[config.mk]
export PLATFORM = sky130hd
export DESIGN_NAME = lb_address
export DESIGN_NICKNAME = d
export VERILOG_FILES = /design/src/lb_address.sv
export SDC_FILE = /design/constraint.sdc
export NUM_CORES = 1
export LEC_CHECK = 0
export BUFFER_PORTS_ARGS = -buffer_cell sky130_fd_sc_hd__buf_4
export CAP_MARGIN = 15
export CELL_PAD_IN_SITES_DETAIL_PLACEMENT = 1
export CELL_PAD_IN_SITES_GLOBAL_PLACEMENT = 1
export CORE_ASPECT_RATIO = 0.7
export CORE_MARGIN = 1
export CORE_UTILIZATION = 40
export CTS_BUF_LIST = sky130_fd_sc_hd__clkbuf_8
export DETAILED_ROUTE_END_ITERATION = 12
export HOLD_SLACK_MARGIN = 0.12
export MAX_ROUTING_LAYER = met4
export PLACE_DENSITY = 0.91
export SLEW_MARGIN = 20
export SYNTH_ARGS = -nofsm -noshare
export SYNTH_HDL_FRONTEND = slang
export SYNTH_SLANG_ARGS = --single-unit
export TNS_END_PERCENT = 10
[constraint.sdc]
create_clock -name sys_clk -period 3.2 [get_ports sys_clk]
set_input_delay 0 -clock sys_clk [delete_from_list [all_inputs] [get_ports sys_clk]]
set_output_delay 0 -clock sys_clk [all_outputs]
set_load 0.02 [all_outputs]
[src/lb_address.sv]
//~~~~~~~~~~~~~~~~~~~~~~~~~~~~~~~~~~~~~~~~~~~~~~~~~~~~~~~~~~~~~~~~~~~~~~~~~~
// Line buffer x counter with up/down step and offscreen detection
//~~~~~~~~~~~~~~~~~~~~~~~~~~~~~~~~~~~~~~~~~~~~~~~~~~~~~~~~~~~~~~~~~~~~~~~~~~
`default_nettype none

module lb_address #(
	parameter int X_W = 12,
	parameter int LINE_PIXELS = 720
) (
	input wire logic sys_clk,
	input wire logic resetl,
	input wire logic [X_W-1:0] d_x,
	input wire logic xld,
	input wire logic reflected,
	input wire logic next_pair,
	output logic [8:0] wa,
	output logic offscreen
);

	// Pixel x of the next pair, always even
	logic [X_W-1:0] x;

	always_ff @(posedge sys_clk) begin
		if (!resetl) begin
			x <= '0;
		end else if (xld) begin
			x <= d_x;
		end else if (next_pair) begin
			// Two pixels per word, reflected objects walk left
			if (reflected) begin
				x <= x - X_W'(2);
			end else begin
				x <= x + X_W'(2);
			end
		end
	end

	// Word address drops the pixel-in-word bit
	assign wa = x[9:1];

	// Left edge is the sign going negative, right edge is the line width
	assign offscreen = reflected ? x[X_W-1] : (x >= X_W'(LINE_PIXELS));

endmodule

`default_nettype wire

==> impl_metrics.env <==
export IMPL_synthesis_instances=128
export IMPL_ys_ff_latch=11
export IMPL_largest_reg_flops=11
export IMPL_ant_nets=0
export IMPL_r2r_end="x[7]"
export IMPL_die_x_um=62.5
export IMPL_nFillCells=278
export IMPL_crit_fanout=4
export IMPL_period_share_pct=74.9
export IMPL_worst_pin_slew_ns=0.333
export IMPL_dpl_worst_slack_ns=1.30
export IMPL_finalHoldViolCount=0
export IMPL_reg_top3="x x11"
export IMPL_drv_slew=0
export IMPL_grt_first_pass_wirelength_mm=6.86
export IMPL_slew_headroom_pct=77.7
export IMPL_final_common_cell="buf_4"
export IMPL_max_freq_ghz=0.417
export IMPL_holdWs_ns=0.130
export IMPL_synth_edff_count=0
export IMPL_hold_path_class="input pin to register"
export IMPL_io_buffers=25
export IMPL_status="finished, final reports clean"
export IMPL_crit_required_ns=3.39
export IMPL_antennaDiodeCount=0
export IMPL_setup_tns_final_ns=0
export IMPL_cts_root_buf="clkbuf_8"
export IMPL_core_sq_um=2280
export IMPL_r2r_setup_slack_ns=0.80
export IMPL_crit_family="compound AO/OA/AOI/OAI gates"
export IMPL_setup_ws_ns=0.803
export IMPL_dieArea_sq_um=2770
export IMPL_crit_cells=7
export IMPL_drive_gt1_share_pct=20.6
export IMPL_num_rows=14
export IMPL_syn_mean_instance_area_sq_um=8.02
export IMPL_finalClockSkew_ns=0.00332
export IMPL_critPathLaunchType="register"
export IMPL_critPathSlowestCell="dlygate4sd3_1"
export IMPL_grt_max_degree=15
export IMPL_synth_area_sq_um=1030
export IMPL_area_growth_pct=33.0
export IMPL_top_register="x"
export IMPL_final_cell_mix="buf_4 (25), a21oi_1 (18), dlygate4sd3_1 (16)"
export IMPL_clock_sinks=11
export IMPL_dr_pass1_iters=4
export IMPL_rr_worst_depth=7
export IMPL_period_needed_ns=2.40
export IMPL_grt_pass1_vias=1260
export IMPL_drt_vias_per_instance=6.29
export IMPL_cts_buffers_inserted=3
export IMPL_syn_num_nets=155
export IMPL_crit_end="x[7]"
export IMPL_crit_type="register to register"
export IMPL_start_util_pct=45.1
export IMPL_synthDistinctLibCells=35
export IMPL_critPathMaxStageDelay_ns=0.56
export IMPL_ys_seq_area_share_pct=21.5
export IMPL_peakVddDrop_uv=239
export IMPL_wl_mm=4.27
export IMPL_crit_buf_inv=1
export IMPL_ioPinCount=27
export IMPL_power_leakage_uw=0.000670
export IMPL_yosys_warnings=0
export IMPL_drc=0
export IMPL_grt_antenna_before_repair=0
export IMPL_grt_total_usage_pct=35.4
export IMPL_crit_arrival_ns=2.59
export IMPL_maxCapViolations=0
export IMPL_reg2reg_from="x[1]"
export IMPL_cts_tree="done"
export IMPL_grt_setup_unrepaired="no"
export IMPL_synth_flop_cell="dfxtp_1"
export IMPL_ctsResizeCount=0
export IMPL_worstSetupStartpoint="x[1]"
export IMPL_setup_violations_final=0
export IMPL_synth_async_reset_ratio_pct=0
export IMPL_vias=1207
export IMPL_fp_dieH_um=44.4
export IMPL_cp_end_kind="register"
export IMPL_drt_iter0_drc=90
export IMPL_overflow=0
export IMPL_min_delay_start="next_pair"
export IMPL_wl_per_cell_um=22.2
export IMPL_worstSkewPairLatency_ns=0.25
export IMPL_powerDensity_nw_per_um2=407
export IMPL_crit_chain="fa_1 > a21o_1 > a221oi_2 > xnor2_1 > nand2_1 > a21oi_1 > dlygate4sd3_1"
export IMPL_gp_congestion=0.853
export IMPL_nets=188
export IMPL_clkSlewWorstSetupHoldPaths_ns=0.05
export IMPL_cts_path_max_buffers=2
export IMPL_post_cts_buffers=0
export IMPL_dp_hpwl_mm=2.27
export IMPL_cts_max_level=1
## metrics by stage
stage | area [sq um] | util, % | total power, uW | instances
2_1_floorplan | 1030 | - | 318 | 128
3_3_place_gp | 1160 | 50.9 | 359 | 172
3_5_place_dp | 1160 | 50.9 | 370 | 172
4_1_cts | 1370 | 59.9 | 533 | 192
5_1_grt | 1370 | 59.9 | 579 | 192
6_report | 1370 | 59.9 | 555 | 192
## cell usage after synthesis, drive strengths merged (2+ instances only)
cell | n | area (sq um)
xnor2 | 6 | 52.6
nand4 | 4 | 25.0
a21oi | 20 | 115
o21ai | 7 | 35.0
a31oi | 2 | 12.5
a21o | 6 | 45.0
dfxtp | 11 | 220
ha | 9 | 113
buf | 11 | 86.3
xor2 | 2 | 17.5
and3 | 5 | 32.5
nor2 | 6 | 22.5
nand2 | 7 | 26.3
nor3b | 2 | 15.0
nor3 | 2 | 10.0
mux2i | 2 | 20.0
nand3 | 4 | 20.0
clkbuf | 2 | 7.51
inv | 6 | 22.5
o22ai | 2 | 12.5
o211ai | 2 | 15.0
## cell type report
cell class / instances / area, sq um / area share, %
Multi-Input combinational cell: 98 / 689 / 50.5
Timing Repair Buffer: 41 / 348 / 25.5
Sequential cell: 11 / 220 / 16.1
Clock buffer: 3 / 41.3 / 3.02
Tap cell: 32 / 40.0 / 2.93
Inverter: 6 / 22.5 / 1.65
Clock inverter: 1 / 3.75 / 0.275
## worst reg2reg max path, stage by stage, from the launching register on
cell and delay, ns:
dfxtp_1 0.36, fa_1 0.45, a21o_1 0.23, a221oi_2 0.35
xnor2_1 0.19, nand2_1 0.08, a21oi_1 0.12, dlygate4sd3_1 0.56
## cells by family after synthesis
group           count (synthesis)  share of synthesized area (%)
flops                          11                           21.5
simple gates                   34                           17.9
xor+xnor                        8                           6.83
fa+ha+maj                      10                           12.9
buf+inv                        19                           11.3
mux                             2                           1.95
compound gates                 44                           27.6
## how the worst min path moves through the flow
| stage | end | depth (start not counted) |
|---|---|---|
| 6_report | x[6] | 3 |
| 3_3_place_gp | x[3] | 3 |
| 2_1_floorplan | x[6] | 2 |
| 4_1_cts | x[6] | 3 |
| 5_1_grt | x[6] | 3 |
| 3_5_place_dp | x[3] | 3 |
## power by group
group          switching, uW  internal [uW]  leakage [uW]
combinational            134            108      0.000551
clock                   60.3           84.9     0.0000269
sequential              18.0            151     0.0000914
total                    212            343      0.000670
## routing by layer
metal	global-route usage, %	routed length (um)	vias to the layer above
met5	-	0	-
met4	19.5	170	0
met3	8.25	353	19
met2	58.7	2030	73
met1	40.3	1720	588
li1	-	-	527
## repair_timing
item | in CTS | in global routing
hold buffers | 16 | 0
endpoints found under the hold margin | 9 | 0
endpoints found under the setup margin | 0 | 0
(Power assumes the default switching activity.)
