===== src/obd_pkg.sv =====
//~~~~~~~~~~~~~~~~~~~~~~~~~~~~~~~~~~~~~~~~~~~~~~~~~~~~~~~~~~~~~~~~~~~~~~~~~~
// Object data path shared definitions
// Pixel modes, sequencer states, widths and the bundles between blocks
//~~~~~~~~~~~~~~~~~~~~~~~~~~~~~~~~~~~~~~~~~~~~~~~~~~~~~~~~~~~~~~~~~~~~~~~~~~
`default_nettype none

package obd_pkg;

	// One phrase of packed object data
	localparam int PHRASE_W = 64;

	// One pixel, also one lookup table entry
	localparam int PIX_W = 16;

	// Pixel depth of the current object
	typedef enum logic [2:0] {
		MODE1,
		MODE2,
		MODE4,
		MODE8,
		MODE16
	} pix_mode_e;

	// Line buffer cycle sequencer
	typedef enum logic [1:0] {
		IDLE,
		READ,
		WRITE
	} seq_state_e;

	// Object attributes, held for the whole object
	typedef struct packed {
		pix_mode_e mode;
		logic transen;
		logic reflected;
		logic rmw;
		// Lookup index bits 7..1
		logic [6:0] index;
	} obj_ctrl_t;

	// CPU port onto the lookup table
	typedef struct packed {
		logic palen;
		logic reads;
		logic [7:0] addr;
		logic [PIX_W-1:0] din;
	} cpu_clut_t;

	// Pixel pair taken from the working phrase
	typedef struct packed {
		logic [7:0] idx_a;
		logic [7:0] idx_b;
		// Both pixels as they sit in the phrase, for physical mode
		logic [2*PIX_W-1:0] raw;
		logic opaque_a;
		logic opaque_b;
	} pix_pair_t;

	// Line buffer write port, one word holds two pixels
	typedef struct packed {
		logic [8:0] wa;
		logic [1:0] we;
		logic [2*PIX_W-1:0] wd;
	} lb_write_t;

endpackage

`default_nettype wire

===== src/phrase_buffer.sv =====
//~~~~~~~~~~~~~~~~~~~~~~~~~~~~~~~~~~~~~~~~~~~~~~~~~~~~~~~~~~~~~~~~~~~~~~~~~~
// Phrase double buffer with full flag, ready and done status
//~~~~~~~~~~~~~~~~~~~~~~~~~~~~~~~~~~~~~~~~~~~~~~~~~~~~~~~~~~~~~~~~~~~~~~~~~~
`default_nettype none

module phrase_buffer (
	input wire logic sys_clk,
	input wire logic resetl,
	input wire logic [obd_pkg::PHRASE_W-1:0] d,
	input wire logic obdlatch,
	input wire logic next_phrase,
	input wire logic offscreen,
	input wire logic seq_idle,
	output logic [obd_pkg::PHRASE_W-1:0] cur_phrase,
	output logic full,
	output logic obdready,
	output logic obdone
);

	// Incoming phrase, waiting for the sequencer
	logic [obd_pkg::PHRASE_W-1:0] pend_phrase;

	// Data latches
	always_ff @(posedge sys_clk) begin
		if (obdlatch) begin
			pend_phrase <= d;
		end
		// Working phrase taken from the latch
		if (next_phrase) begin
			cur_phrase <= pend_phrase;
		end
	end

	// A latch together with a move leaves the new phrase pending
	always_ff @(posedge sys_clk) begin
		if (!resetl) begin
			full <= 1'b0;
		end else if (obdlatch) begin
			full <= 1'b1;
		end else if (next_phrase || offscreen) begin
			// Offscreen drops whatever is still pending
			full <= 1'b0;
		end
	end

	// Room for another phrase once the pending one moves
	assign obdready = !full || next_phrase;

	// Nothing pending and the sequencer has stopped
	assign obdone = seq_idle && !full;

endmodule

`default_nettype wire


===== config.mk =====
export PLATFORM = sky130hd
export DESIGN_NAME = phrase_buffer
export DESIGN_NICKNAME = d
export VERILOG_FILES = /design/src/obd_pkg.sv /design/src/phrase_buffer.sv
export SDC_FILE = /design/constraint.sdc
export NUM_CORES = 1
export LEC_CHECK = 0
export BUFFER_PORTS_ARGS = -buffer_cell sky130_fd_sc_hd__buf_4
export CAP_MARGIN = 20
export CORE_UTILIZATION = 37
export CTS_CLUSTER_DIAMETER = 30
export DETAILED_ROUTE_END_ITERATION = 8
export PLACE_DENSITY = 0.73
export SYNTH_ARGS = -nofsm -noshare
export SYNTH_HDL_FRONTEND = slang
export SYNTH_SLANG_ARGS = --single-unit

===== constraint.sdc =====
create_clock -name sys_clk -period 1.6 [get_ports sys_clk]
set_clock_uncertainty 0.1 [all_clocks]
set_input_delay 0.32 -clock sys_clk [delete_from_list [all_inputs] [get_ports sys_clk]]
set_output_delay 0.32 -clock sys_clk [all_outputs]
set_load 0.005 [all_outputs]

==> flow_metrics.tcl <==
set metrics [dict create \
    status "completed" \
    setup_viol_count_final 0 \
    wl_um 7146 \
    irDropWorstVdd_uv 610.7 \
    clock_tree_from_tritoncts "built" \
    detail_route.first_pass.iterations 4 \
    cts.clk_slew.worst_paths_ps 50 \
    grt.total_usage_pct 13.74 \
    most_used_cells_in_the_layout_excluding_fill_and_tap_cells "sky130_fd_sc_hd__buf_4 (138), sky130_fd_sc_hd__edfxtp_1 (128), sky130_fd_sc_hd__dlygate4sd3_1 (66), sky130_fd_sc_hd__clkbuf_16 (16), sky130_fd_sc_hd__clkinv_2 (5)" \
    remaining_drc_errors 0 \
    wirelength_met1_um 2825 \
    highest-signal-layer "met4" \
    synth_top_family_by_area "simple AND/OR/NAND/NOR gates" \
    post_detailed_route_count_of_antenna_violating_nets 0 \
    fin_tns_setup_ps 0 \
    core_area_mm2 0.01028 \
    grt.overflow.total 0 \
    dr_total_vias 2092 \
    hold_path_class "input port to register" \
    slew-limit-headroom_pct 81.40 \
    total_number_of_yosys_warnings 0 \
    biggest_fanout_along_the_worst_timing_path 3 \
    routed-wl-met3_um 498 \
    wl_per_cell_um 14.09 \
    critPathArrivalTime_ps 1120 \
    post_synth_xor_area_fraction_pct 0 \
    numCtsBuffers 17 \
    synthesis.nets 204 \
    place_congestion 0.6728 \
    buffer_type_at_the_clock_tree_root "sky130_fd_sc_hd__clkbuf_8" \
    unrepaired_setup_endpoints_after_global_routing "no" \
    cts_htree_levels 4 \
    first_global_vias 2191 \
    crit_type "register to output port" \
    avgViaCountPerCell 4.126 \
    clock_sinks 129 \
    post-route-util_pct 61.85 \
    compound_gate_fraction_of_synth_area_pct 0.1286 \
    mostFrequentLayoutCell "sky130_fd_sc_hd__buf_4" \
    clock.fmax_mhz 651.2 \
    path_cells "nand2b_1, buf_4" \
    worst_pin_slew_ps 279.0 \
    drv_slew 0 \
    ant_diodes 0 \
    cell_area_power_density_mw_per_mm2 1269 \
    cts-hold-fix-buffers 66 \
    min_period_over_period_pct 95.97 \
    setup.worst_path.start_class "register" \
    largest_net_degree_at_the_start_of_global_routing 42 \
    fp.dieArea_mm2 0.01093 \
    synth_area_in_adders_pct 0 \
    maxCapViolCount 0 \
    drt_iter0_drc 71 \
    syn_to_final_growth_pct 63.34 \
    initial_core_util_pct 37.86 \
    clock_tree.buffer_depth 2 \
    grt_pass1_wl_um 10860 \
    io_buffer_count 136 \
    number_of_antenna_violations_at_the_first_check_in_global_routing 0 \
    cts_setup_buffers 0 \
    die_w_um 104.6 \
    design_power_total_mw 8.068 \
    cell_with_the_biggest_individual_delay_on_the_critical_path "sky130_fd_sc_hd__dfxtp_1" \
    postSynthCellCount 134 \
    final_nets 430 \
    critPathMaxStageDelay_ps 370 \
    min_period_ps 1536 \
    synth_mux_area_share_pct 0 \
    yosys.area_share.simple_pct 0.5788 \
    hold_fails_final_rpt 0 \
    floorplan.die.height_um 104.6 \
    p_leak_nw 2.498 \
    clock_network_latency_to_the_later_pin_of_the_worst_skew_pair_ps 500 \
    cts_repair_resized_insts 0 \
    final_layout_size_suffix_gt1_share_pct 45.55 \
    synth_area_mm2 0.003891 \
    netlist-cell-type-count 6 \
    flip_flop_and_latch_count_after_synthesis 129 \
    ys_seq_area_share_pct 99.29 \
    core.rowCount 37 \
    met2_wirelength_um 3730 \
    worst-endpoint-required_ps 1180 \
    syn_area_per_cell_um2 29.04 \
    floorplan.io_pins 137 \
    end_kind "output port" \
]
## state kept, by name, indices dropped and copies added (netlist names)
signal and count:
pend_phrase 64, full 1, cur_phrase 64
## power by group
| part | total [mW] | internal [mW] | switching (mW) |
|---|---|---|---|
| clock | 3.46 | 2.17 | 1.29 |
| sequential | 4.07 | 4.01 | 0.0654 |
| combinational | 0.534 | 0.356 | 0.179 |
| total | 8.07 | 6.54 | 1.53 |
## cell usage after synthesis
cell type | count | area share [%]
sky130_fd_sc_hd__edfxtp_1 | 128 | 99
sky130_fd_sc_hd__nand2b_1 | 2 | 0.32
sky130_fd_sc_hd__dfxtp_1 | 1 | 0.51
sky130_fd_sc_hd__nand2_1 | 1 | 0.096
sky130_fd_sc_hd__nor2b_1 | 1 | 0.16
sky130_fd_sc_hd__o21ai_1 | 1 | 0.13
## layout make-up
cell class / count / area (um2)
Sequential cell: 129 / 3864
Timing Repair Buffer: 207 / 1757
Fill cell: 728 / 3921
Tap cell: 136 / 170.2
Clock inverter: 12 / 120.1
Clock buffer: 18 / 417.9
Multi-Input combinational cell: 5 / 27.53
## through the flow
step           cell area, um2  setup slack [ps]  cells  hold WS, ps
6_report                 6356             64.43    507        77.53
2_1_floorplan            3891             716.0    134        300.3
3_5_place_dp             5157             361.5    411        304.5
5_1_grt                  6356             13.57    507        72.50
3_3_place_gp             5157             364.0    411        300.3
4_1_cts                  6356             70.24    507        57.55
## critical path, delay by kind of cell, from the launching register on
family                 cells  cell delay, ps
buffers and inverters      1             140
flip-flops                 1             370
AND/OR/NAND/NOR            1             100
## path summary, 6_finish.rpt
path	slack (ps)	end	from	depth (start not counted)
hold reg to reg	320	cur_phrase[17]$_DFFE_PP_	pend_phrase[17]$_DFFE_PP_	0
hold / removal	80	cur_phrase[52]$_DFFE_PP_	next_phrase	1
setup reg to reg	280	full$_SDFFE_PN0P_	full$_SDFFE_PN0P_	3
setup / recovery	60	obdready	full$_SDFFE_PN0P_	2
## metal layers
metal	track usage, %	vias to the layer above
met3	5.552	12
met1	15.31	991
met2	23.13	91
li1	-	998
met5	0	-
met4	6.122	0
## cell families (layout without fill, tap and decap cells)
kind of cell,Yosys count,in the layout
flip-flops,129,129
buffers and inverters,0,237
AO/OA/AOI/OAI,1,1
AND/OR/NAND/NOR,4,4
Note: power is estimated with default switching activity, not from simulation.
