## src/obd_pkg.sv

```systemverilog
//~~~~~~~~~~~~~~~~~~~~~~~~~~~~~~~~~~~~~~~~~~~~~~~~~~~~~~~~~~~~~~~~~~~~~~~~~~
// Object data path shared definitions
// Pixel modes, sequencer states, widths and the bundles between blocks
//~~~~~~~~~~~~~~~~~~~~~~~~~~~~~~~~~~~~~~~~~~~~~~~~~~~~~~~~~~~~~~~~~~~~~~~~~~
`default_nettype none

package obd_pkg;

	// One phrase of packed object data
	localparam int PHRASE_W = 64;

	// One pixel, also one lookup table entry
	localparam int PIX_W = 16;

	// Pixel depth of the current object
	typedef enum logic [2:0] {
		MODE1,
		MODE2,
		MODE4,
		MODE8,
		MODE16
	} pix_mode_e;

	// Line buffer cycle sequencer
	typedef enum logic [1:0] {
		IDLE,
		READ,
		WRITE
	} seq_state_e;

	// Object attributes, held for the whole object
	typedef struct packed {
		pix_mode_e mode;
		logic transen;
		logic reflected;
		logic rmw;
		// Lookup index bits 7..1
		logic [6:0] index;
	} obj_ctrl_t;

	// CPU port onto the lookup table
	typedef struct packed {
		logic palen;
		logic reads;
		logic [7:0] addr;
		logic [PIX_W-1:0] din;
	} cpu_clut_t;

	// Pixel pair taken from the working phrase
	typedef struct packed {
		logic [7:0] idx_a;
		logic [7:0] idx_b;
		// Both pixels as they sit in the phrase, for physical mode
		logic [2*PIX_W-1:0] raw;
		logic opaque_a;
		logic opaque_b;
	} pix_pair_t;

	// Line buffer write port, one word holds two pixels
	typedef struct packed {
		logic [8:0] wa;
		logic [1:0] we;
		logic [2*PIX_W-1:0] wd;
	} lb_write_t;

endpackage

`default_nettype wire
```

## src/lb_write_stage.sv

```systemverilog
//~~~~~~~~~~~~~~~~~~~~~~~~~~~~~~~~~~~~~~~~~~~~~~~~~~~~~~~~~~~~~~~~~~~~~~~~~~
// Line buffer write pipeline: enables, data placement and lben
//~~~~~~~~~~~~~~~~~~~~~~~~~~~~~~~~~~~~~~~~~~~~~~~~~~~~~~~~~~~~~~~~~~~~~~~~~~
`default_nettype none

module lb_write_stage (
	input wire logic sys_clk,
	input wire logic resetl,
	input wire logic lb_write,
	input wire obd_pkg::pix_pair_t pair,
	input wire logic [obd_pkg::PIX_W-1:0] clut_a,
	input wire logic [obd_pkg::PIX_W-1:0] clut_b,
	input wire obd_pkg::pix_mode_e mode,
	input wire logic reflected,
	input wire logic [8:0] wa_in,
	input wire logic offscreen,
	output obd_pkg::lb_write_t lb,
	output logic lben
);

	// First stage, lined up with the lookup table output
	logic we_a_d;
	logic we_b_d;
	logic [8:0] wa_d;
	logic [2*obd_pkg::PIX_W-1:0] raw_d;
	logic phys_d;
	logic refl_d;
	logic lb_write_d;
	// Pixel data after the physical-mode select
	logic [obd_pkg::PIX_W-1:0] data_a;
	logic [obd_pkg::PIX_W-1:0] data_b;

	// Enables, cleared for see-through or offscreen pixels
	always_ff @(posedge sys_clk) begin
		if (!resetl) begin
			we_a_d <= 1'b0;
			we_b_d <= 1'b0;
			lb_write_d <= 1'b0;
		end else begin
			we_a_d <= lb_write && pair.opaque_a && !offscreen;
			we_b_d <= lb_write && pair.opaque_b && !offscreen;
			lb_write_d <= lb_write;
		end
	end

	always_ff @(posedge sys_clk) begin
		wa_d <= wa_in;
		raw_d <= pair.raw;
		phys_d <= (mode == obd_pkg::MODE16);
		refl_d <= reflected;
	end

	// 16-bit pixels skip the table
	assign data_a = phys_d ? raw_d[15:0] : clut_a;
	assign data_b = phys_d ? raw_d[31:16] : clut_b;

	// Output register, reflected objects put pixel a in the high half
	always_ff @(posedge sys_clk) begin
		if (!resetl) begin
			lb.we <= 2'b00;
		end else if (refl_d) begin
			lb.we <= {we_a_d, we_b_d};
		end else begin
			lb.we <= {we_b_d, we_a_d};
		end
	end

	always_ff @(posedge sys_clk) begin
		lb.wa <= wa_d;
		if (refl_d) begin
			lb.wd <= {data_a, data_b};
		end else begin
			lb.wd <= {data_b, data_a};
		end
	end

	// Line buffer held until the last word is out
	always_ff @(posedge sys_clk) begin
		if (!resetl) begin
			lben <= 1'b0;
		end else begin
			lben <= lb_write || lb_write_d;
		end
	end

endmodule

`default_nettype wire

```

## config.mk

```make
export PLATFORM = sky130hd
export DESIGN_NAME = lb_write_stage
export DESIGN_NICKNAME = d
export VERILOG_FILES = /design/src/obd_pkg.sv /design/src/lb_write_stage.sv
export SDC_FILE = /design/constraint.sdc
export NUM_CORES = 1
export LEC_CHECK = 0
export BUFFER_PORTS_ARGS = -buffer_cell sky130_fd_sc_hd__buf_4
export CAP_MARGIN = 40
export CELL_PAD_IN_SITES_DETAIL_PLACEMENT = 2
export CELL_PAD_IN_SITES_GLOBAL_PLACEMENT = 2
export CORE_MARGIN = 2
export CORE_UTILIZATION = 30
export CTS_BUF_LIST = sky130_fd_sc_hd__clkbuf_4
export CTS_CLUSTER_SIZE = 40
export DETAILED_ROUTE_END_ITERATION = 16
export PLACE_DENSITY_LB_ADDON = 0.1
export SLEW_MARGIN = 20
export SYNTH_ARGS = -nofsm -noshare
export SYNTH_HDL_FRONTEND = slang
export SYNTH_SLANG_ARGS = --single-unit
```

## constraint.sdc

```tcl
create_clock -name sys_clk -period 1.43 [get_ports sys_clk]
set_clock_uncertainty 0.05 [all_clocks]
set_input_delay 0.143 -clock sys_clk [delete_from_list [all_inputs] [get_ports sys_clk]]
set_output_delay 0.143 -clock sys_clk [all_outputs]
set_load 0.02 [all_outputs]
```

==> impl_metrics.csv, run 1 <==
group,metric,value,unit
min_path,hold_path_startpoint,"wa_d[3]",
final_layout,fin_util,54.2,%
min_path,holdPathStages,0,
placement,preCtsSetupSlack,119,ps
synthesis,synthTopCellsByArea,"dfxtp_1, mux4_2, buf_12, mux4_1, and4b_1",
clocking,hold_buffers,83,
drt,wirelength,8140,um
final_layout,drive_above_1_share,49.4,%
setup_path,path_buf_inv,3,
synthesis,ys_seq_area_share,66.9,%
setup_path,cp-end-kind,"flop",
setup_path,r2r_cells,2,
clocking,cts-buffers-inserted,9,
setup_path,crit_top_cell,"dlygate4sd3_1",
synthesis,synthCells,139,
setup_path,cpLargestDelayFamily,"buffers and inverters",
run,drv_cap,0,
clocking,cts_resized,0,
synthesis,synth.most_common_cell,"dfxtp_1",
synthesis,yosys_warnings,0,
floorplanning,pin_count,143,
clocking,clk_pin_slew,130,ps
synthesis,synth_area_per_cell,19.4,um2
outcome,run_status,"completed",
synthesis,ys.flop_type,"dfxtp_1",
final_layout,syn_to_final_growth,75.4,%
drt,ant_nets,0,
placement,io_buffers,126,
synthesis,synth.top_cells.by_count,"dfxtp_1, mux4_2, buf_2, buf_12",
drt,drtIter0Drc,47,
min_path,holdPathEnd,"lb[37]",
final_layout,diodes,0,
setup_path,r2r_end,"lb[0]",
setup_path,r2r-start,"phys_d",
synthesis,synth-edff-count,0,
synthesis,synth_seq_cells,90,
sta,min_period,1350,ps
setup_path,cp.arrival,1600,ps
min_path,hold_path.class,"reg -> reg",
clocking,clockBufferDepth,2,
clocking,cts_setup_buffers,0,
setup_path,crit_required,1680,ps
sta,final_max_slew_viol_count,0,
grt,grt_max_degree,25,
placement,gp_congestion,0.654,
drt,drtPass1Iterations,3,
floorplanning,rows,34,
placement,place_area,3750,um2
floorplanning,start_util,30.9,%
drt,via_per_inst,4.36,
floorplanning,dieArea,9760,um2
sta,max_freq,740,MHz
synthesis,synth_top_area_share,66.9,%
sta,tightest_slew,203,ps
grt,grt_pass1_wl,12700,um
clocking,cts_tree,"done",
sta,finalSetupTns,0,ps
floorplanning,die_x,98.8,um
synthesis,synthArstFlopShare,0,%
setup_path,cp_max_fo,4,
setup_path,max_stage_delay,570,ps
setup_path,r2r_slack,120,ps
drt,drc,0,
sta,worst_slack,78.5,ps
placement,dp_hpwl,4720,um
clocking,clock_sinks,90,
synthesis,ys_types,12,
clocking,worstSkewPairLatency,410,ps
setup_path,worstPathCellList,"dlygate4sd3_1 > buf_4 > and4b_1 > dlygate4sd3_1",
sta,hold_viol,0,
setup_path,worst-setup-path-type,"in -> reg",
power_and_ir_drop,ir_worst_vdd,444,uV
drt,vias,2041,
floorplanning,core_area,8720,um2
sta,finalCritPeriodShare,94.5,%
synthesis,yosysTopAreaCell,"dfxtp_1",
clocking,cts-htree-levels,3,
sta,relSlewSlack,86.1,%
grt,gr-total-overflow,0,
sta,rsz0062_at_grt,"false",
synthesis,syn_nets,238,
grt,grt.total_usage,17.2,%
sta,setup_violations,0,
setup_path,worstSetupStartpointType,"input port",
final_layout,design_area,4730,um2
synthesis,synth_area,2700,um2
drt,wire_per_inst,17.4,um
setup_path,cp_slowest_cell,"dlygate4sd3_1",
floorplanning,die_h,98.8,um
grt,antenna_found_initial,0,
power_and_ir_drop,powerDensity,1070,nW/um2
power_and_ir_drop,leakage,2.05,nW
grt,grt_pass1_vias,2448,
final_layout,nNetsFinal,454,
clocking,root_buffer,"clkbuf_4",
worst register-to-register path: cells and delay by family (launching register included):
family,cells,cell delay (ps)
DFF,1,400
buffers and inverters,1,210
muxes,1,540
cells by family (layout without fill, tap and decap cells):
group / Yosys count / in the layout / synth area share, %
DFF: 90 / 90 / 66.9
muxes: 34 / 34 / 27.8
buffers and inverters: 8 / 229 / 3.39
and+or+nand+nor: 6 / 6 / 1.72
AOI/OAI and AO/OA: 1 / 1 / 0.279
power breakdown:
part / internal (W) / leakage (nW) / switching, W
Combinational: 0.000557 / 1.22 / 0.000341
Sequential: 0.00268 / 0.758 / 0.0000616
Clock: 0.000594 / 0.0698 / 0.000834
Total: 0.00383 / 2.05 / 0.00124
worst max path at each step:
stage | startpoint | endpoint | slack (ps) | depth (start not counted)
after global placement | phys_d | lb[0] | 140 | 2
after CTS | phys_d | lb[27] | 100 | 2
after floorplan | phys_d | lb[0] | 190 | 3
after global routing | phys_d | lb[7] | 60 | 2
after detailed placement | phys_d | lb[7] | 120 | 2
final | lb_write | we_b_d | 80 | 4
flip-flops by register name, indices dropped and copies added, names as in the netlist:
register	cells
lben	1
raw_d	32
phys_d	1
refl_d	1
we_a_d	1
wa_d	9
we_b_d	1
lb	43
lb_write_d	1
layer usage:
| layer | vias up | track usage, % | wire, um | part of all wire [%] |
|---|---|---|---|---|
| met4 | 0 | 5.37 | 92 | 1.1 |
| met3 | 8 | 4.47 | 424 | 5.2 |
| met5 | - | 0 | 0 | 0 |
| li1 | 953 | - | - | - |
| met1 | 1013 | 17.5 | 2970 | 37 |
| met2 | 67 | 33.7 | 4650 | 57 |
per-stage QoR:
step / power (W) / std cells / hold WS, ps
after floorplan: 0.00311 / 139 / 121
after global placement: 0.00348 / 369 / 198
after detailed placement: 0.00350 / 369 / 198
after CTS: 0.00511 / 468 / 277
after global routing: 0.00532 / 468 / 273
final: 0.00507 / 468 / 294
placed cells by master, fill, tap and decap left out, drive strengths merged:
cell	instances
clkbuf	12
mux4	32
bufinv	1
mux2i	2
nor3b	1
and2	1
dlygate4sd3	83
nor2b	2
buf	130
clkinvlp	3
dfxtp	90
o21a	1
and4b	2
area by class of cell:
| class | instances | area [um2] |
|---|---|---|
| clock buffer | 12 | 90.1 |
| clock inverter | 4 | 52.6 |
| fill | 825 | 3990 |
| multi-input combinational | 41 | 802 |
| sequential | 90 | 1800 |
| tap | 108 | 135 |
| timing repair buffer | 213 | 1840 |
Power figures use the tool's default switching activity.
==> run 2, diff against run 1 <==
Settings changed: CORE_ASPECT_RATIO from default to 1.4, GPL_ROUTABILITY_DRIVEN from default to 0.
==> run 2 against run 1 <==
  * Non-clock buffer count down 1
  * Cell count down 0.64%
  * Sequential share of layout area up 0.14 points
  * Maximum frequency up 2.5%
  * Register-to-register slack about the same
==> impl_metrics.csv, run 2 (synthesized netlist as in run 1, its figures left out) <==
group,metric,value,unit
run,drv_cap,0,
sta,finalCritPeriodShare,92.2,%
floorplanning,rows,40,
floorplanning,dieArea,9770,um2
sta,min_period,1320,ps
clocking,clk_pin_slew,140,ps
drt,wire_per_inst,17.3,um
grt,grt_pass1_wl,12500,um
setup_path,cp_slowest_cell,"mux4_1",
power_and_ir_drop,powerDensity,1060,nW/um2
clocking,root_buffer,"clkbuf_4",
grt,grt_pass1_vias,2370,
final_layout,fin_util,54.4,%
floorplanning,pin_count,143,
drt,vias,2066,
setup_path,crit_required,1680,ps
sta,setup_violations,0,
clocking,cts-htree-levels,3,
sta,max_freq,758,MHz
sta,rsz0062_at_grt,"false",
outcome,run_status,"completed",
power_and_ir_drop,ir_worst_vdd,596,uV
sta,finalSetupTns,0,ps
setup_path,max_stage_delay,570,ps
drt,drtIter0Drc,74,
final_layout,n_fill_cell,775,
sta,tightest_slew,178,ps
final_layout,top_regs,"lb x43, raw_d x32, wa_d x9",
clocking,hold_buffers,83,
clocking,clockBufferDepth,2,
min_path,hold_path.class,"in -> reg",
final_layout,drive_above_1_share,48.7,%
floorplanning,die_x,84.1,um
sta,relSlewSlack,87.8,%
setup_path,cpLargestDelayFamily,"multiplexers",
final_layout,regMostFlops,"lb",
clocking,cts-buffers-inserted,9,
floorplanning,start_util,31.1,%
clocking,cts_tree,"done",
sta,timing.hold.ws,293,ps
final_layout,largest_reg_flops,43,
setup_path,cp-end-kind,"flop",
setup_path,cp_max_fo,14,
final_layout,syn_to_final_growth,74.7,%
drt,drc,0,
placement,dp_hpwl,4690,um
floorplanning,core_area,8660,um2
drt,ant_nets,0,
clocking,cts_setup_buffers,0,
grt,antenna_found_initial,0,
setup_path,path_buf_inv,1,
floorplanning,die_h,116,um
setup_path,worstSetupStartpointType,"flop",
grt,gr-total-overflow,0,
drt,wirelength,8060,um
grt,grt_max_degree,33,
clocking,clock_sinks,90,
drt,via_per_inst,4.44,
grt,grt.total_usage,17.1,%
final_layout,final_common_cell,"buf_4",
sta,hold_viol,0,
final_layout,final_cell_mix,"buf_4, dfxtp_1, dlygate4sd3_1",
clocking,worstSkewPairLatency,430,ps
final_layout,nNetsFinal,453,
placement,io_buffers,126,
clocking,cts_resized,0,
setup_path,worstPathCellList,"buf_12 > mux4_1",
power_and_ir_drop,leakage,2.05,nW
sta,final_max_slew_viol_count,0,
setup_path,cp.arrival,1570,ps
drt,drtPass1Iterations,2,
setup_path,worst-setup-path-type,"reg -> reg",
==> run 2: stage by stage <==
step | total power, W | setup slack (ps) | cells | area, um2
finish | 0.00501 | 111 | 465 | 4710
global route | 0.00526 | 60.5 | 464 | 4710
CTS | 0.00507 | 134 | 464 | 4710
detailed placement | 0.00350 | 146 | 365 | 3740
global placement | 0.00348 | 150 | 365 | 3740
floorplan | 0.00311 | 192 | 139 | 2700
==> run 2: worst paths after layout <==
kind / from / endpoint / slack [ps] / cells past startpoint
min reg2reg: wa_d[2] / lb[36] / 290 / 0
max: phys_d / lb[31] / 110 / 2
min: pair[31] / raw_d[29] / 290 / 2
max reg2reg: phys_d / lb[31] / 110 / 2
==> run 2: power breakdown <==
part           switching [W]  total (W)  internal, W  leakage (nW)
clock               0.000834    0.00138     0.000543        0.0776
sequential         0.0000639    0.00275      0.00268         0.758
combinational       0.000337   0.000892     0.000555          1.21
total                0.00123    0.00501      0.00378          2.05
==> run 2: final cells by class <==
type	instances	area [um2]	area share (%)
clock buffers	10	75.1	1.59
well taps	105	131	2.79
multi-input cells	41	802	17.0
diodes	1	2.50	0.0531
clock inverters	6	57.6	1.22
flip-flops and latches	90	1800	38.3
repair buffers	212	1840	39.0
==> run 2: worst reg2reg max path, stage by stage, from the launching register on <==
cell	delay, ps
dfxtp_2	400
buf_12	180
mux4_1	580
==> run 2: per-layer routing <==
layer / track usage [%] / vias to the layer above / part of all wire, %
met1: 17.5 / 1017 / 35
li1: - / 954 / -
met2: 32.7 / 83 / 57
met4: 8.92 / 0 / 2.2
met5: 0 / - / 0
met3: 3.46 / 12 / 5.3
==> run 3, diff against run 2 <==
Settings changed: ABC_AREA from default to 1, CORE_UTILIZATION 30 to 25.
==> run 3 against run 2 <==
  * Wire length grew 25%
  * Via count grew 42%
  * Flip-flop and latch count is the same
  * Sequential share of layout area shrank 1.7 points
  * Clock power grew 7%
  * Critical path type is now in -> reg
  * Critical endpoint is now we_a_d
==> impl_metrics.csv, run 3 <==
group,metric,value,unit
sta,relSlewSlack,74.5,%
clocking,cts_resized,0,
setup_path,crit_required,1710,ps
clocking,cts_tree,"done",
min_path,hold_path_startpoint,"wa_in[0]",
power_and_ir_drop,p_int,0.00374,W
synthesis,synth_area,2910,um2
synthesis,synthArstFlopShare,0,%
setup_path,worst-setup-path-type,"in -> reg",
synthesis,yosysTopAreaCell,"dfxtp_1",
final_layout,top_regs,"lb x43, raw_d x32, wa_d x9",
drt,drtIter0Drc,42,
min_path,holdPathEnd,"wa_d[0]",
synthesis,synth.top_cells.by_count,"nand2_1, dfxtp_1, inv_1, nand3_1, buf_4",
synthesis,synthCells,345,
drt,via_per_inst,4.17,
setup_path,r2r-start,"phys_d",
placement,dp_hpwl,5910,um
final_layout,final_common_cell,"buf_4",
power_and_ir_drop,swShare,27.6,%
synthesis,synthTopCellsByArea,"dfxtp_1, nand2_1, nand3_1, inv_1, buf_4",
floorplanning,dieArea,12500,um2
final_layout,drive_above_1_share,26.6,%
synthesis,synth-edff-count,0,
setup_path,cp.arrival,1630,ps
sta,rsz0062_at_grt,"false",
setup_path,r2r_end,"lb[1]",
synthesis,synth_area_per_cell,8.44,um2
drt,vias,2938,
clocking,cts-htree-levels,3,
min_path,holdPathStages,2,
setup_path,r2r_cells,4,
clocking,cts_setup_buffers,0,
drt,wire_per_inst,14.3,um
clocking,cts-buffers-inserted,9,
final_layout,syn_to_final_growth,69.4,%
floorplanning,die_h,132,um
floorplanning,start_util,25.7,%
synthesis,syn_nets,444,
floorplanning,die_x,95.2,um
clocking,worstSkewPairLatency,430,ps
sta,final_max_slew_viol_count,0,
synthesis,synth_seq_cells,90,
floorplanning,pin_count,143,
sta,min_period,1350,ps
synthesis,ys_seq_area_share,61.9,%
power_and_ir_drop,ir_worst_vdd,546,uV
setup_path,cp-end-kind,"flop",
final_layout,regMostFlops,"lb",
synthesis,yosys_warnings,0,
drt,ant_nets,0,
synthesis,ys_types,11,
setup_path,worstSetupStartpointType,"input port",
grt,gr-total-overflow,0,
power_and_ir_drop,p_seq_share,53.1,%
clocking,root_buffer,"clkbuf_4",
outcome,run_status,"completed",
sta,finalCritPeriodShare,94.3,%
sta,max_freq,742,MHz
grt,antenna_found_initial,1,
sta,worst_slack,81.7,ps
power_and_ir_drop,powerDensity,1050,nW/um2
final_layout,design_area,4930,um2
setup_path,r2r_slack,270,ps
power_and_ir_drop,leakage,2.60,nW
power_and_ir_drop,power_frac_comb,18.3,%
min_path,hold_path.class,"in -> reg",
sta,finalSetupTns,0,ps
placement,io_buffers,126,
sta,hold_viol,0,
power_and_ir_drop,p_clk_share,28.6,%
synthesis,synth_top_area_share,61.9,%
setup_path,cp_max_fo,4,
drt,wirelength,10100,um
grt,grt_max_degree,35,
final_layout,nNetsFinal,654,
drt,drtPass1Iterations,4,
clocking,clk_pin_slew,160,ps
sta,tightest_slew,382,ps
floorplanning,core_area,11300,um2
drt,drc,0,
synthesis,synth.most_common_cell,"nand2_1",
grt,grt_pass1_vias,3399,
power_and_ir_drop,switchingPower,0.00143,W
floorplanning,rows,46,
final_layout,largest_reg_flops,43,
placement,preCtsSetupSlack,315,ps
clocking,clockBufferDepth,2,
synthesis,ys.flop_type,"dfxtp_1",
run,drv_cap,0,
placement,place_area,3960,um2
final_layout,final_cell_mix,"buf_4, nand2_1, dfxtp_1",
clocking,hold_buffers,83,
sta,setup_violations,0,
grt,grt_pass1_wl,15900,um
clocking,clock_sinks,90,
grt,grt.total_usage,16.6,%
-- run 3: cell count changes after synthesis, sizes merged --
cell	delta
o21a	-1
buf	+6
and2	-1
o21ai	+2
mux4	-32
mux2i	-2
and4b	-2
nand3	+64
inv	+67
nand2	+101
nor2	+6
nor2b	-2
-- run 3: critical path: stages --
cell           delay (ps)
dlygate4sd3_1         530
buf_4                 150
nand2_1                80
inv_1                  70
nand2_1                70
nor2_1                 40
dlygate4sd3_1         540
-- run 3: per-stage QoR --
stage / hold WS (ps) / total power [W] / utilization [%] / std cells
6_report: 294 / 0.00516 / 43.5 / 705
5_1_grt: 240 / 0.00547 / 43.5 / 705
4_1_cts: 239 / 0.00524 / 43.5 / 704
3_5_place_dp: 198 / 0.00355 / 34.9 / 605
3_3_place_gp: 197 / 0.00353 / 34.9 / 605
2_1_floorplan: 121 / 0.00315 / - / 345
-- run 3: kinds of logic after synthesis --
logic type      share of synthesized area [%]
simple gates                             25.1
compound gates                          0.344
buf+inv                                  12.7
flops                                    61.9
-- run 3: cell type report --
type / count / area, um2
tap: 144 / 180
fill: 1257 / 6410
sequential: 90 / 1800
timing repair buffer: 213 / 1810
inverter: 67 / 256
clock inverter: 7 / 73.8
clock buffer: 9 / 67.6
multi-input combinational: 174 / 739
antenna: 1 / 2.50
-- run 3: routing by layer --
layer	up-vias	part of all wire, %	track usage (%)
met5	-	0	0
met4	0	1.6	5.23
met3	12	5.4	4.59
met2	87	56	32.0
li1	1452	-	-
met1	1387	37	16.4
-- run 3: how the worst max path moves through the flow --
stage / startpoint / slack (ps) / to
floorplan: phys_d / 520 / lb[0]
global placement: phys_d / 330 / lb[30]
detailed placement: phys_d / 310 / lb[21]
CTS: resetl / 150 / we_b_d
global route: resetl / 70 / we_b_d
finish: resetl / 80 / we_a_d
-- run 3: power by group through the flow --
stage	clock network [W]	logic [W]	registers [W]
final	0.00148	0.000944	0.00274
after global routing	0.00167	0.00103	0.00276
after CTS	0.00155	0.000942	0.00274
after detailed placement	0	0.000759	0.00280
after global placement	0	0.000741	0.00279
after floorplan	0	0.000232	0.00291
