`config.mk`:
```
export PLATFORM = sky130hd
export DESIGN_NAME = ob_sequencer
export DESIGN_NICKNAME = d
export VERILOG_FILES = /design/src/obd_pkg.sv /design/src/ob_sequencer.sv
export SDC_FILE = /design/constraint.sdc
export NUM_CORES = 1
export LEC_CHECK = 0
export ABC_AREA = 1
export BUFFER_PORTS_ARGS = -buffer_cell sky130_fd_sc_hd__buf_2
export CAP_MARGIN = 10
export CORE_AREA = 4 4 41 43
export CTS_CLUSTER_DIAMETER = 150
export DETAILED_ROUTE_END_ITERATION = 6
export DIE_AREA = 0 0 45 47
export PLACE_DENSITY_LB_ADDON = 0.2
export SLEW_MARGIN = 20
export SYNTH_ARGS = -nofsm -noshare
export SYNTH_HDL_FRONTEND = slang
export SYNTH_SLANG_ARGS = --single-unit
```
`constraint.sdc`:
```
create_clock -name sys_clk -period 1.16 [get_ports sys_clk]
set_clock_uncertainty 0.05 [all_clocks]
set_input_delay 0.116 -clock sys_clk [delete_from_list [all_inputs] [get_ports sys_clk]]
set_output_delay 0.116 -clock sys_clk [all_outputs]
set_load 0.1 [all_outputs]
```
`src/obd_pkg.sv`:
```
//~~~~~~~~~~~~~~~~~~~~~~~~~~~~~~~~~~~~~~~~~~~~~~~~~~~~~~~~~~~~~~~~~~~~~~~~~~
// Object data path shared definitions
// Pixel modes, sequencer states, widths and the bundles between blocks
//~~~~~~~~~~~~~~~~~~~~~~~~~~~~~~~~~~~~~~~~~~~~~~~~~~~~~~~~~~~~~~~~~~~~~~~~~~
`default_nettype none

package obd_pkg;

	// One phrase of packed object data
	localparam int PHRASE_W = 64;

	// One pixel, also one lookup table entry
	localparam int PIX_W = 16;

	// Pixel depth of the current object
	typedef enum logic [2:0] {
		MODE1,
		MODE2,
		MODE4,
		MODE8,
		MODE16
	} pix_mode_e;

	// Line buffer cycle sequencer
	typedef enum logic [1:0] {
		IDLE,
		READ,
		WRITE
	} seq_state_e;

	// Object attributes, held for the whole object
	typedef struct packed {
		pix_mode_e mode;
		logic transen;
		logic reflected;
		logic rmw;
		// Lookup index bits 7..1
		logic [6:0] index;
	} obj_ctrl_t;

	// CPU port onto the lookup table
	typedef struct packed {
		logic palen;
		logic reads;
		logic [7:0] addr;
		logic [PIX_W-1:0] din;
	} cpu_clut_t;

	// Pixel pair taken from the working phrase
	typedef struct packed {
		logic [7:0] idx_a;
		logic [7:0] idx_b;
		// Both pixels as they sit in the phrase, for physical mode
		logic [2*PIX_W-1:0] raw;
		logic opaque_a;
		logic opaque_b;
	} pix_pair_t;

	// Line buffer write port, one word holds two pixels
	typedef struct packed {
		logic [8:0] wa;
		logic [1:0] we;
		logic [2*PIX_W-1:0] wd;
	} lb_write_t;

endpackage

`default_nettype wire
```
`src/ob_sequencer.sv`:
```
//~~~~~~~~~~~~~~~~~~~~~~~~~~~~~~~~~~~~~~~~~~~~~~~~~~~~~~~~~~~~~~~~~~~~~~~~~~
// Idle/read/write FSM pacing phrases and pixel pairs
//~~~~~~~~~~~~~~~~~~~~~~~~~~~~~~~~~~~~~~~~~~~~~~~~~~~~~~~~~~~~~~~~~~~~~~~~~~
`default_nettype none

module ob_sequencer (
	input wire logic sys_clk,
	input wire logic resetl,
	input wire logic full,
	input wire logic rmw,
	input wire logic phrase_done,
	input wire logic offscreen,
	output logic next_phrase,
	output logic next_pair,
	output logic lb_write,
	output logic seq_idle,
	output logic rmw1
);

	obd_pkg::seq_state_e state;
	obd_pkg::seq_state_e state_nxt;
	// Pair cycle starts with a read when read-modify-write
	obd_pkg::seq_state_e pair_start;

	assign pair_start = rmw ? obd_pkg::READ : obd_pkg::WRITE;

	always_comb begin
		state_nxt = state;
		case (state)
			obd_pkg::IDLE: begin
				if (full) begin
					state_nxt = pair_start;
				end
			end
			obd_pkg::READ: begin
				state_nxt = obd_pkg::WRITE;
			end
			default: begin
				// More pairs here, or chain straight into the next phrase
				if (!phrase_done || full) begin
					state_nxt = pair_start;
				end else begin
					state_nxt = obd_pkg::IDLE;
				end
			end
		endcase
		// Running off the line ends the object
		if (offscreen) begin
			state_nxt = obd_pkg::IDLE;
		end
	end

	always_ff @(posedge sys_clk) begin
		if (!resetl) begin
			state <= obd_pkg::IDLE;
		end else begin
			state <= state_nxt;
		end
	end

	// Take a phrase when starting up or after the last pair
	assign next_phrase = full && !offscreen
		&& ((state == obd_pkg::IDLE) || ((state == obd_pkg::WRITE) && phrase_done));

	assign next_pair = (state == obd_pkg::WRITE);
	assign lb_write = (state == obd_pkg::WRITE);
	assign seq_idle = (state == obd_pkg::IDLE);

	// Read-modify-write flag follows the phrase being worked on
	always_ff @(posedge sys_clk) begin
		if (!resetl) begin
			rmw1 <= 1'b0;
		end else if (next_phrase) begin
			rmw1 <= rmw;
		end
	end

endmodule

`default_nettype wire

```
==> reports/results.txt, run 1 <==
Area grow syn2layout - 136%
Final max-slew violation count - 0
Rel. slew slack - 89.2%
Placed insts - 53
DRC viols - 0
Largest net degree at the start of global routing - 5
Layout cells sized above 1 - 62.5%
Dpl hpwl - 375 um
Clock transition at the registers of the reported paths - 40 ps
Fmax - 0.845 GHz
Placed cell areas - 345 sq um
Synth top area share - 33.3%
Final Worst Setup Slack - -23.7 ps
Overall routing resource usage - 5.45%
Critical path depth - 4
Synthesized cell area - 180 sq um
Post-synth ARST share - 0%
Worst r2r dst - rmw1
CP Class - flop to output port
Net Count, Synth - 34
Site Rows - 13
Hold Crit Class - input port to flop
Worst slew pin tran - 162 ps
Cells after Synth - 28
CP Launch Type - flop
FF+latch area - 65.1 sq um
Worst path max stage delay - 310 ps
Failing checks - setup timing
Min cycle time layout - 1180 ps
Clock Latency Late Sink - 230 ps
Die W - 45 um
Crit path to - next_phrase
CP cell instances - inv_2 -> nand3b_1 -> nor2_4 -> buf_12
FF-to-FF path depth - 7
H-tree levels - 1
FF-to-FF Start - state[1]
Final setup fails - 3
Fin nets - 55
WP data arrival - 1020 ps
Core area - 1300 sq um
Ports - 11
Final Wtd Congestion - 0.703
Num CTS Buffers - 3
DR vias - 228
Vias in the first global route - 229
Total grt overflow - 0
Hold-fix buffers, CTS - 0
Final antenna-violating net count - 0
Commonest cells post-synth - 7 x inv_1, 7 x nor2_1, 3 x dfxtp_1
Yosys warns - 0
CTS sink cnt - 3
Worst-path maximum fanout - 2
WP buf/inv - 2
Global-route wire length before repair - 800 um
WP data required - 990 ps
CTS root buffer - clkbuf_4
Die area - 2120 sq um
Yosys reg bits - 3
Post-layout util - 32.7%
Final Hold Viols - 0
Ant diodes - 0
WL per Instance - 8.21 um
Leakage - 0.220 nW
Unrepaired setup endpoints after global routing - yes
Initial antenna violation count - 0
Final worst path period share - 102%
Post-Layout Cell Count - 63
Setup WS pre-CTS - 164 ps
Cell family with most CP delay - flip-flops
TritonCTS clock tree - done
Power Dens Cells - 1080 nW/um^2
Worst path slowest cell - dfxtp_2
Register area share after synthesis - 33.3%
Total Wirelength - 517 um
Initial Util - 13.8%
Die height - 47 um
Crit. End Element - output port
MaxCap Viol Count - 0
Vias per cell - 3.62
Synth top area cells - dfxtp_1 33%, inv_1 15%, nor2_1 15%, o211ai_2 6.9%, buf_4 4.2%
Reg-to-reg slack, setup - 100 ps
FILL cells - 154
Synth Area per Inst - 6.43 sq um
# port buffers - 10
Post-synth top area cell - dfxtp_1
Maximum clock insertion buffer count - 2
Status - complete, but fails checks
CP startpoint - state[0]
TritonRoute pass-1 iters - 1
EDFF count, synth - 0
Final Instance Area - 425 sq um
Multi-input gate area - 103 sq um
Maximum VDD drop - 0.510 mV
Post-synth cell types - 13
Iteration-0 DRC Markers - 0
Post-synth top flop - dfxtp_1
==> worst min-delay path by stage <==
stage	depth (start not counted)	slack (ps)	endpoint	startpoint
5_1_grt	3	120	rmw1	resetl
2_1_floorplan	2	190	rmw1	resetl
6_report	3	80	rmw1	resetl
3_3_place_gp	3	330	rmw1	resetl
3_5_place_dp	3	330	rmw1	resetl
4_1_cts	3	80	rmw1	resetl
==> cells in the final DEF, fill, tap and decap left out <==
cell and instances:
nor2_4 2, nor2_2 1, o211ai_2 1, clkbuf_4 3, buf_12 5, dfxtp_2 1
nand3_1 1, inv_1 5, clkbuf_1 1, nand2_1 2, nand4_1 1, dfxtp_4 1
inv_4 2, nand3b_1 1, nand2_4 1, buf_2 5, buf_4 7, inv_2 1
a21oi_1 1, nor2_1 5, dfxtp_1 1
==> report_power, final <==
part	switching [W]	internal (W)
combinational	0.0000989	0.0000625
sequential	0.00000598	0.000107
clock	0.0000571	0.000129
total	0.000162	0.000299
==> layout make-up <==
cell class / instances / share of cell area (%)
Clock buffer: 4 / 6.18
Timing Repair Buffer: 17 / 41.8
Multi-Input combinational cell: 16 / 24.1
Inverter: 8 / 8.24
Tap cell: 15 / 4.41
Sequential cell: 3 / 15.3
==> routing by layer <==
layer	wire length (um)	up-vias	global-route usage (%)
li1	-	122	-
met1	205	99	4.77
met2	278	7	10.2
met3	33	0	2.30
met4	0	0	3.51
met5	0	-	0
==> repair_timing <==
item	CTS	global route
endpoints found under the setup margin	4	4
resized for setup	1	3
pin swaps	2	3
buffers inserted	2	4
==> worst min-delay path: stages <==
cell     delay (ps)
buf_2           100
nand2_1          60
nor2_1           40
==> stage by stage <==
step	total power [W]	TNS, ps	hold WS (ps)
6_report	0.000461	-59.2	82.8
5_1_grt	0.000486	-199	116
4_1_cts	0.000466	-164	76.4
3_5_place_dp	0.000265	0	332
3_3_place_gp	0.000265	0	328
2_1_floorplan	0.000213	-556	187
==> kinds of logic (layout without fill, tap and decap cells) <==
| logic type | Yosys count | count (layout) | share of synthesized area [%] |
|---|---|---|---|
| simple gates | 14 | 14 | 36.1 |
| compound gates | 2 | 2 | 9.72 |
| flops | 3 | 3 | 33.3 |
| buf+inv | 9 | 29 | 20.8 |
==> registers in the layout (all words and copies together), names as in the netlist <==
signal / flops
rmw1: 1
state: 2
No activity file was read; power rests on OpenSTA's default activity.
==> run 2, diff against run 1 <==
Settings changed: CORE_AREA 4 4 41 43 to 8 8 45 47, DIE_AREA 0 0 45 47 to 0 0 53 55.
==> reports/results.txt, run 2 (same netlist as run 1, synthesis figures left out) <==
Top Registers - state: 2 flops, rmw1: 1 flops (unchanged)
Die W - 53 um (was 45 um)
Fmax - 0.841 GHz (was 0.845 GHz)
MaxCap Viol Count - 0 (unchanged)
Final Instance Area - 402 sq um (was 425 sq um)
Top reg by flops - state (unchanged)
Most frequent cells in the layout - 5 x inv_1, 5 x nor2_1, 5 x buf_2, 5 x buf_12 (was 7 x buf_4, 5 x inv_1, 5 x nor2_1, 5 x buf_2, 5 x buf_12)
Met2 Wirelength - 220 um (was 278 um)
Combinational share of power - 34.7% (was 35.0%)
Hold Crit Class - input port to flop (unchanged)
Unrepaired setup endpoints after global routing - yes (unchanged)
FILL cells - 155 (was 154)
Status - complete, but fails checks (unchanged)
Failing checks - setup timing (unchanged)
Max layer used - met3 (unchanged)
Total Wirelength - 468 um (was 517 um)
Hold-fix buffers, CTS - 0 (unchanged)
TNS Setup - -85.9 ps (was -59.2 ps)
Clock share of power - 40.0% (was 40.4%)
Wl on met1 - 176 um (was 205 um)
Clock transition at the registers of the reported paths - 40 ps (about the same)
Post-Layout Cell Count - 60 (was 63)
Worst-path maximum fanout - 3 (was 2)
Initial Util - 13.0% (was 13.8%)
WP data arrival - 1020 ps (about the same)
Final max-slew violation count - 0 (unchanged)
CTS root buffer - clkbuf_4 (unchanged)
CP Launch Type - flop (unchanged)
Crit. End Element - output port (unchanged)
Final Worst Setup Slack - -28.7 ps (was -23.7 ps)
Initial antenna violation count - 0 (unchanged)
Placed cell areas - 347 sq um (was 345 sq um)
DRC viols - 0 (unchanged)
Multi-input gate area - 108 sq um (was 103 sq um)
Dpl hpwl - 407 um (was 375 um)
Leakage - 0.204 nW (was 0.220 nW)
Clock Latency Late Sink - 230 ps (about the same)
DR vias - 213 (was 228)
Ports - 11 (unchanged)
Global-route wire length before repair - 759 um (was 800 um)
Num CTS Buffers - 3 (unchanged)
CTS sink cnt - 3 (unchanged)
Ant diodes - 0 (unchanged)
Site Rows - 14 (was 13)
Final Wtd Congestion - 0.717 (was 0.703)
Min cycle time layout - 1190 ps (was 1180 ps)
Vias per cell - 3.55 (was 3.62)
TritonRoute pass-1 iters - 2 (was 1)
Largest net degree at the start of global routing - 5 (unchanged)
Die height - 55 um (was 47 um)
Reg power frac - 25.3% (was 24.6%)
Sw Share - 34.5% (was 35.1%)
FF+latch area - 65.1 sq um (unchanged)
Cell Int Power - 0.000295 W (was 0.000299 W)
Die area - 2920 sq um (was 2120 sq um)
Total grt overflow - 0 (unchanged)
# port buffers - 10 (unchanged)
Sw power - 0.000155 W (was 0.000162 W)
Fin nets - 51 (was 55)
Rel. slew slack - 89.3% (was 89.2%)
Vias in the first global route - 223 (was 229)
TritonCTS clock tree - done (unchanged)
Power Dens Cells - 1120 nW/um^2 (was 1080 nW/um^2)
Worst slew pin tran - 161 ps (was 162 ps)
Area grow syn2layout - 123% (was 136%)
WP data required - 990 ps (about the same)
Routed wl met3 - 71 um (was 33 um)
H-tree levels - 1 (unchanged)
Maximum clock insertion buffer count - 2 (unchanged)
CP Class - flop to output port (unchanged)
WL per Instance - 7.80 um (was 8.21 um)
Maximum VDD drop - 0.600 mV (was 0.510 mV)
Final worst path period share - 102% (about the same)
Layout cells sized above 1 - 59.1% (was 62.5%)
Final Hold Viols - 0 (unchanged)
Iteration-0 DRC Markers - 1 (was 0)
Placed insts - 54 (was 53)
Overall routing resource usage - 3.77% (was 5.45%)
Max reg flops - 2 (unchanged)
Final antenna-violating net count - 0 (unchanged)
Final setup fails - 3 (unchanged)
Core area - 1380 sq um (was 1300 sq um)
-- run 2: repair_timing --
action                                  4_1_cts  5_1_grt
pin swaps                                     2        3
endpoints found under the setup margin        4        4
gates cloned                                  0        0
gates resized for setup                       2        3
buffers inserted                              2        0
-- run 2: final cells by class --
cell class	instances	area share, %
multi-input cells	16	26.8
well taps	16	4.98
repair buffers	13	36.8
inverters	8	8.72
clock buffers	4	6.54
flip-flops and latches	3	16.2
-- run 2: power by group through the flow --
stage	Combinational, W	Clock [W]	Sequential, W
finish	0.000156	0.000180	0.000114
detailed placement	0.000151	0	0.000115
global placement	0.000150	0	0.000115
CTS	0.000157	0.000190	0.000114
floorplan	0.0000813	0	0.000132
global route	0.000164	0.000203	0.000114
-- run 2: routing by layer --
metal	vias up	track usage [%]
li1	115	-
met1	89	2.28
met2	9	6.64
met3	0	4.55
met4	0	1.29
met5	-	0
-- run 2: worst paths after layout --
kind	start	end	slack, ps	cells after the start
worst max-delay path	state[0]	next_pair	-30	3
worst min-delay path	resetl	rmw1	80	3
worst max register to register	state[1]	rmw1	200	6
worst min register to register	rmw1	rmw1	470	2
-- run 2: per-stage QoR --
step | total power, W | worst slack (ps) | utilization [%] | hold slack, ps
global placement | 0.000265 | 160 | 25.0 | 315
detailed placement | 0.000265 | 161 | 25.0 | 316
CTS | 0.000460 | -70.3 | 28.5 | 76.7
finish | 0.000450 | -28.7 | 29.0 | 79.6
floorplan | 0.000213 | -184 | - | 187
global route | 0.000482 | -77.0 | 29.0 | 91.0
-- run 2: worst max-delay path: stages (launching register included) --
cell and delay (ps):
dfxtp_2 310, buf_4 150, nor2_4 140, buf_12 190
==> run 3, diff against run 2 <==
Settings changed: ABC_AREA 1 to unset.
==> reports/results.txt, run 3 <==
Status - complete, but fails checks (unchanged)
Failing checks - setup timing (unchanged)
Final setup fails - 5 (was 3)
Worst path slowest cell - dfxtp_2 (unchanged)
Worst r2r dst - rmw1 (unchanged)
Total grt overflow - 0 (unchanged)
Setup WS pre-CTS - -6.49 ps (was 161 ps)
Post-synth top flop - dfxtp_1 (unchanged)
WP data arrival - 1180 ps (was 1020 ps)
Fin nets - 41 (was 51)
Die W - 53 um (unchanged)
Top Registers - state: 2 flops, rmw1: 1 flops (unchanged)
TritonCTS clock tree - done (unchanged)
WP data required - 990 ps (about the same)
EDFF count, synth - 0 (unchanged)
Post-Layout Cell Count - 50 (was 60)
Reg-to-reg slack, setup - -10 ps (was 200 ps)
Final antenna-violating net count - 0 (unchanged)
Clock transition at the registers of the reported paths - 40 ps (about the same)
Final Hold Viols - 0 (unchanged)
Ant diodes - 0 (unchanged)
Register area share after synthesis - 32.0% (was 33.3%)
Overall routing resource usage - 4.42% (was 3.77%)
Reg power frac - 25.1% (was 25.3%)
Worst-path maximum fanout - 2 (was 3)
Cell family with most CP delay - simple AND/OR/NAND/NOR gates (was buffers and inverters)
FF-to-FF path depth - 4 (was 6)
H-tree levels - 1 (unchanged)
Cell Int Power - 0.000299 W (was 0.000295 W)
Worst slew pin tran - 297 ps (was 161 ps)
Most frequent cells in the layout - 5 x buf_2, 5 x buf_12, 3 x nand2_1, 3 x clkbuf_4, 3 x buf_4 (was 5 x inv_1, 5 x nor2_1, 5 x buf_2, 5 x buf_12)
Synthesized cell area - 188 sq um (was 180 sq um)
Iteration-0 DRC Markers - 3 (was 1)
MaxCap Viol Count - 0 (unchanged)
Post-synth cell types - 13 (unchanged)
Die area - 2920 sq um (unchanged)
Dpl hpwl - 402 um (was 407 um)
Vias in the first global route - 218 (was 223)
CP cell instances - nor2b_4 -> nor4b_4 -> buf_12 (was buf_4 -> nor2_4 -> buf_12)
WL per Instance - 10.2 um (was 7.80 um)
Worst path max stage delay - 310 ps (about the same)
CP Launch Type - flop (unchanged)
Min cycle time layout - 1350 ps (was 1190 ps)
Met1 usage - 4.09% (was 2.28%)
Yosys reg bits - 3 (unchanged)
Net Count, Synth - 24 (was 34)
Core area - 1380 sq um (unchanged)
Crit. End Element - output port (unchanged)
Crit path to - next_phrase (was next_pair)
Final Worst Setup Slack - -185 ps (was -28.7 ps)
Total Wirelength - 509 um (was 468 um)
DRC viols - 0 (unchanged)
Power Dens Cells - 1160 nW/um^2 (was 1120 nW/um^2)
Critical path depth - 3 (unchanged)
Rel. slew slack - 80.1% (was 89.3%)
Post-synth ARST share - 0% (unchanged)
Cells after Synth - 18 (was 28)
Combinational share of power - 34.1% (was 34.7%)
Final Wtd Congestion - 0.672 (was 0.717)
Ports - 11 (unchanged)
Gr busiest metal - met3 (was met2)
Sw Share - 33.6% (was 34.5%)
Layout cells sized above 1 - 76.5% (was 59.1%)
Global-route wire length before repair - 876 um (was 759 um)
Placed insts - 43 (was 54)
Fmax - 0.743 GHz (was 0.841 GHz)
Hold-fix buffers, CTS - 0 (unchanged)
Commonest cells post-synth - 3 x dfxtp_1, 3 x nand2_1, 2 x inv_1 (was 7 x inv_1, 7 x nor2_1, 3 x dfxtp_1)
CP startpoint - state[1] (was state[0])
Synth top area share - 32.0% (was 33.3%)
CTS root buffer - clkbuf_4 (unchanged)
Leakage - 0.160 nW (was 0.204 nW)
Final worst path period share - 116% (was 102%)
CTS sink cnt - 3 (unchanged)
FF-to-FF Start - state[1] (unchanged)
Die height - 55 um (unchanged)
Synth top area cells - dfxtp_1 32%, nor4b_4 13%, nor4b_2 8.0%, nor2b_4 7.3%, nand2_1 6.0% (was dfxtp_1 33%, inv_1 15%, nor2_1 15%, o211ai_2 6.9%, buf_4 4.2%)
WP buf/inv - 1 (was 2)
Met3 global-route usage - 6.68% (was 4.55%)
Area grow syn2layout - 106% (was 123%)
Maximum clock insertion buffer count - 2 (unchanged)
Clock share of power - 40.8% (was 40.0%)
DR vias - 187 (was 213)
TritonRoute pass-1 iters - 2 (unchanged)
M2 GR Usage - 5.08% (was 6.64%)
CP Class - flop to output port (unchanged)
Num CTS Buffers - 3 (unchanged)
Vias per cell - 3.74 (was 3.55)
Sw power - 0.000151 W (was 0.000155 W)
Max reg flops - 2 (unchanged)
Largest net degree at the start of global routing - 5 (unchanged)
Final max-slew violation count - 0 (unchanged)
Post-synth top area cell - dfxtp_1 (unchanged)
Unrepaired setup endpoints after global routing - yes (unchanged)
Hold Crit Class - input port to flop (unchanged)
Initial Util - 13.6% (was 13.0%)
Top reg by flops - state (unchanged)
Initial antenna violation count - 0 (unchanged)
Site Rows - 14 (unchanged)
# port buffers - 10 (unchanged)
Maximum VDD drop - 0.696 mV (was 0.600 mV)
Yosys warns - 0 (unchanged)
Clock Latency Late Sink - 230 ps (about the same)
TNS Setup - -526 ps (was -85.9 ps)
Synth Area per Inst - 10.4 sq um (was 6.43 sq um)
-- run 3: worst register-to-register path, stage by stage (launching register included) --
cell	delay (ps)
dfxtp_2	310
nor2b_4	120
nor4b_4	290
buf_4	170
mux2i_1	150
-- run 3: final cells by class --
class | count | area, sq um
multi-input cells | 12 | 119
well taps | 16 | 20.0
clock buffers | 4 | 26.3
fillers | 142 | 997
repair buffers | 13 | 148
flip-flops and latches | 3 | 62.6
inverters | 2 | 11.3
-- run 3: worst min-delay path by stage --
stage                     startpoint        to  slack [ps]  cells past startpoint
after global placement     offscreen  state[1]         310                      2
final                      offscreen  state[1]          70                      2
after global routing       offscreen  state[0]          70                      2
after floorplan            offscreen  state[1]         130                      1
after detailed placement   offscreen  state[1]         310                      2
after CTS                  offscreen  state[1]          60                      2
-- run 3: repair_timing --
item | in CTS | in global routing
setup buffers | 3 | 0
endpoints found under the setup margin | 4 | 7
cloned | 0 | 0
pin swaps | 1 | 3
resized for setup | 2 | 1
-- run 3: power groups by stage --
| stage | Clock, W | Combinational [W] | Sequential [W] |
|---|---|---|---|
| floorplan | 0 | 0.0000768 | 0.000126 |
| global placement | 0 | 0.000143 | 0.000115 |
| detailed placement | 0 | 0.000144 | 0.000115 |
| CTS | 0.000194 | 0.000153 | 0.000113 |
| global route | 0.000199 | 0.000160 | 0.000113 |
| finish | 0.000184 | 0.000153 | 0.000113 |
-- run 3: cell families after synthesis --
kind of cell,count (synthesis),synth area share (%)
muxes,1,5.33
AOI/OAI and AO/OA,2,7.33
and+or+nand+nor,9,47.3
buffers and inverters,3,8.00
DFF,3,32.0
-- run 3: layer usage --
metal,routed length (um),vias up,part of all wire [%]
met5,0,-,0
met4,0,0,0
met3,138,0,27
met2,168,14,33
met1,201,82,39
li1,-,91,-
-- run 3: through the flow --
step	total power (W)	area (sq um)	util, %	hold WS [ps]
floorplan	0.000203	193	-	134
global placement	0.000258	330	23.9	315
detailed placement	0.000258	330	23.9	312
CTS	0.000459	383	27.7	62.4
global route	0.000472	387	27.9	71.4
finish	0.000450	387	27.9	70.5
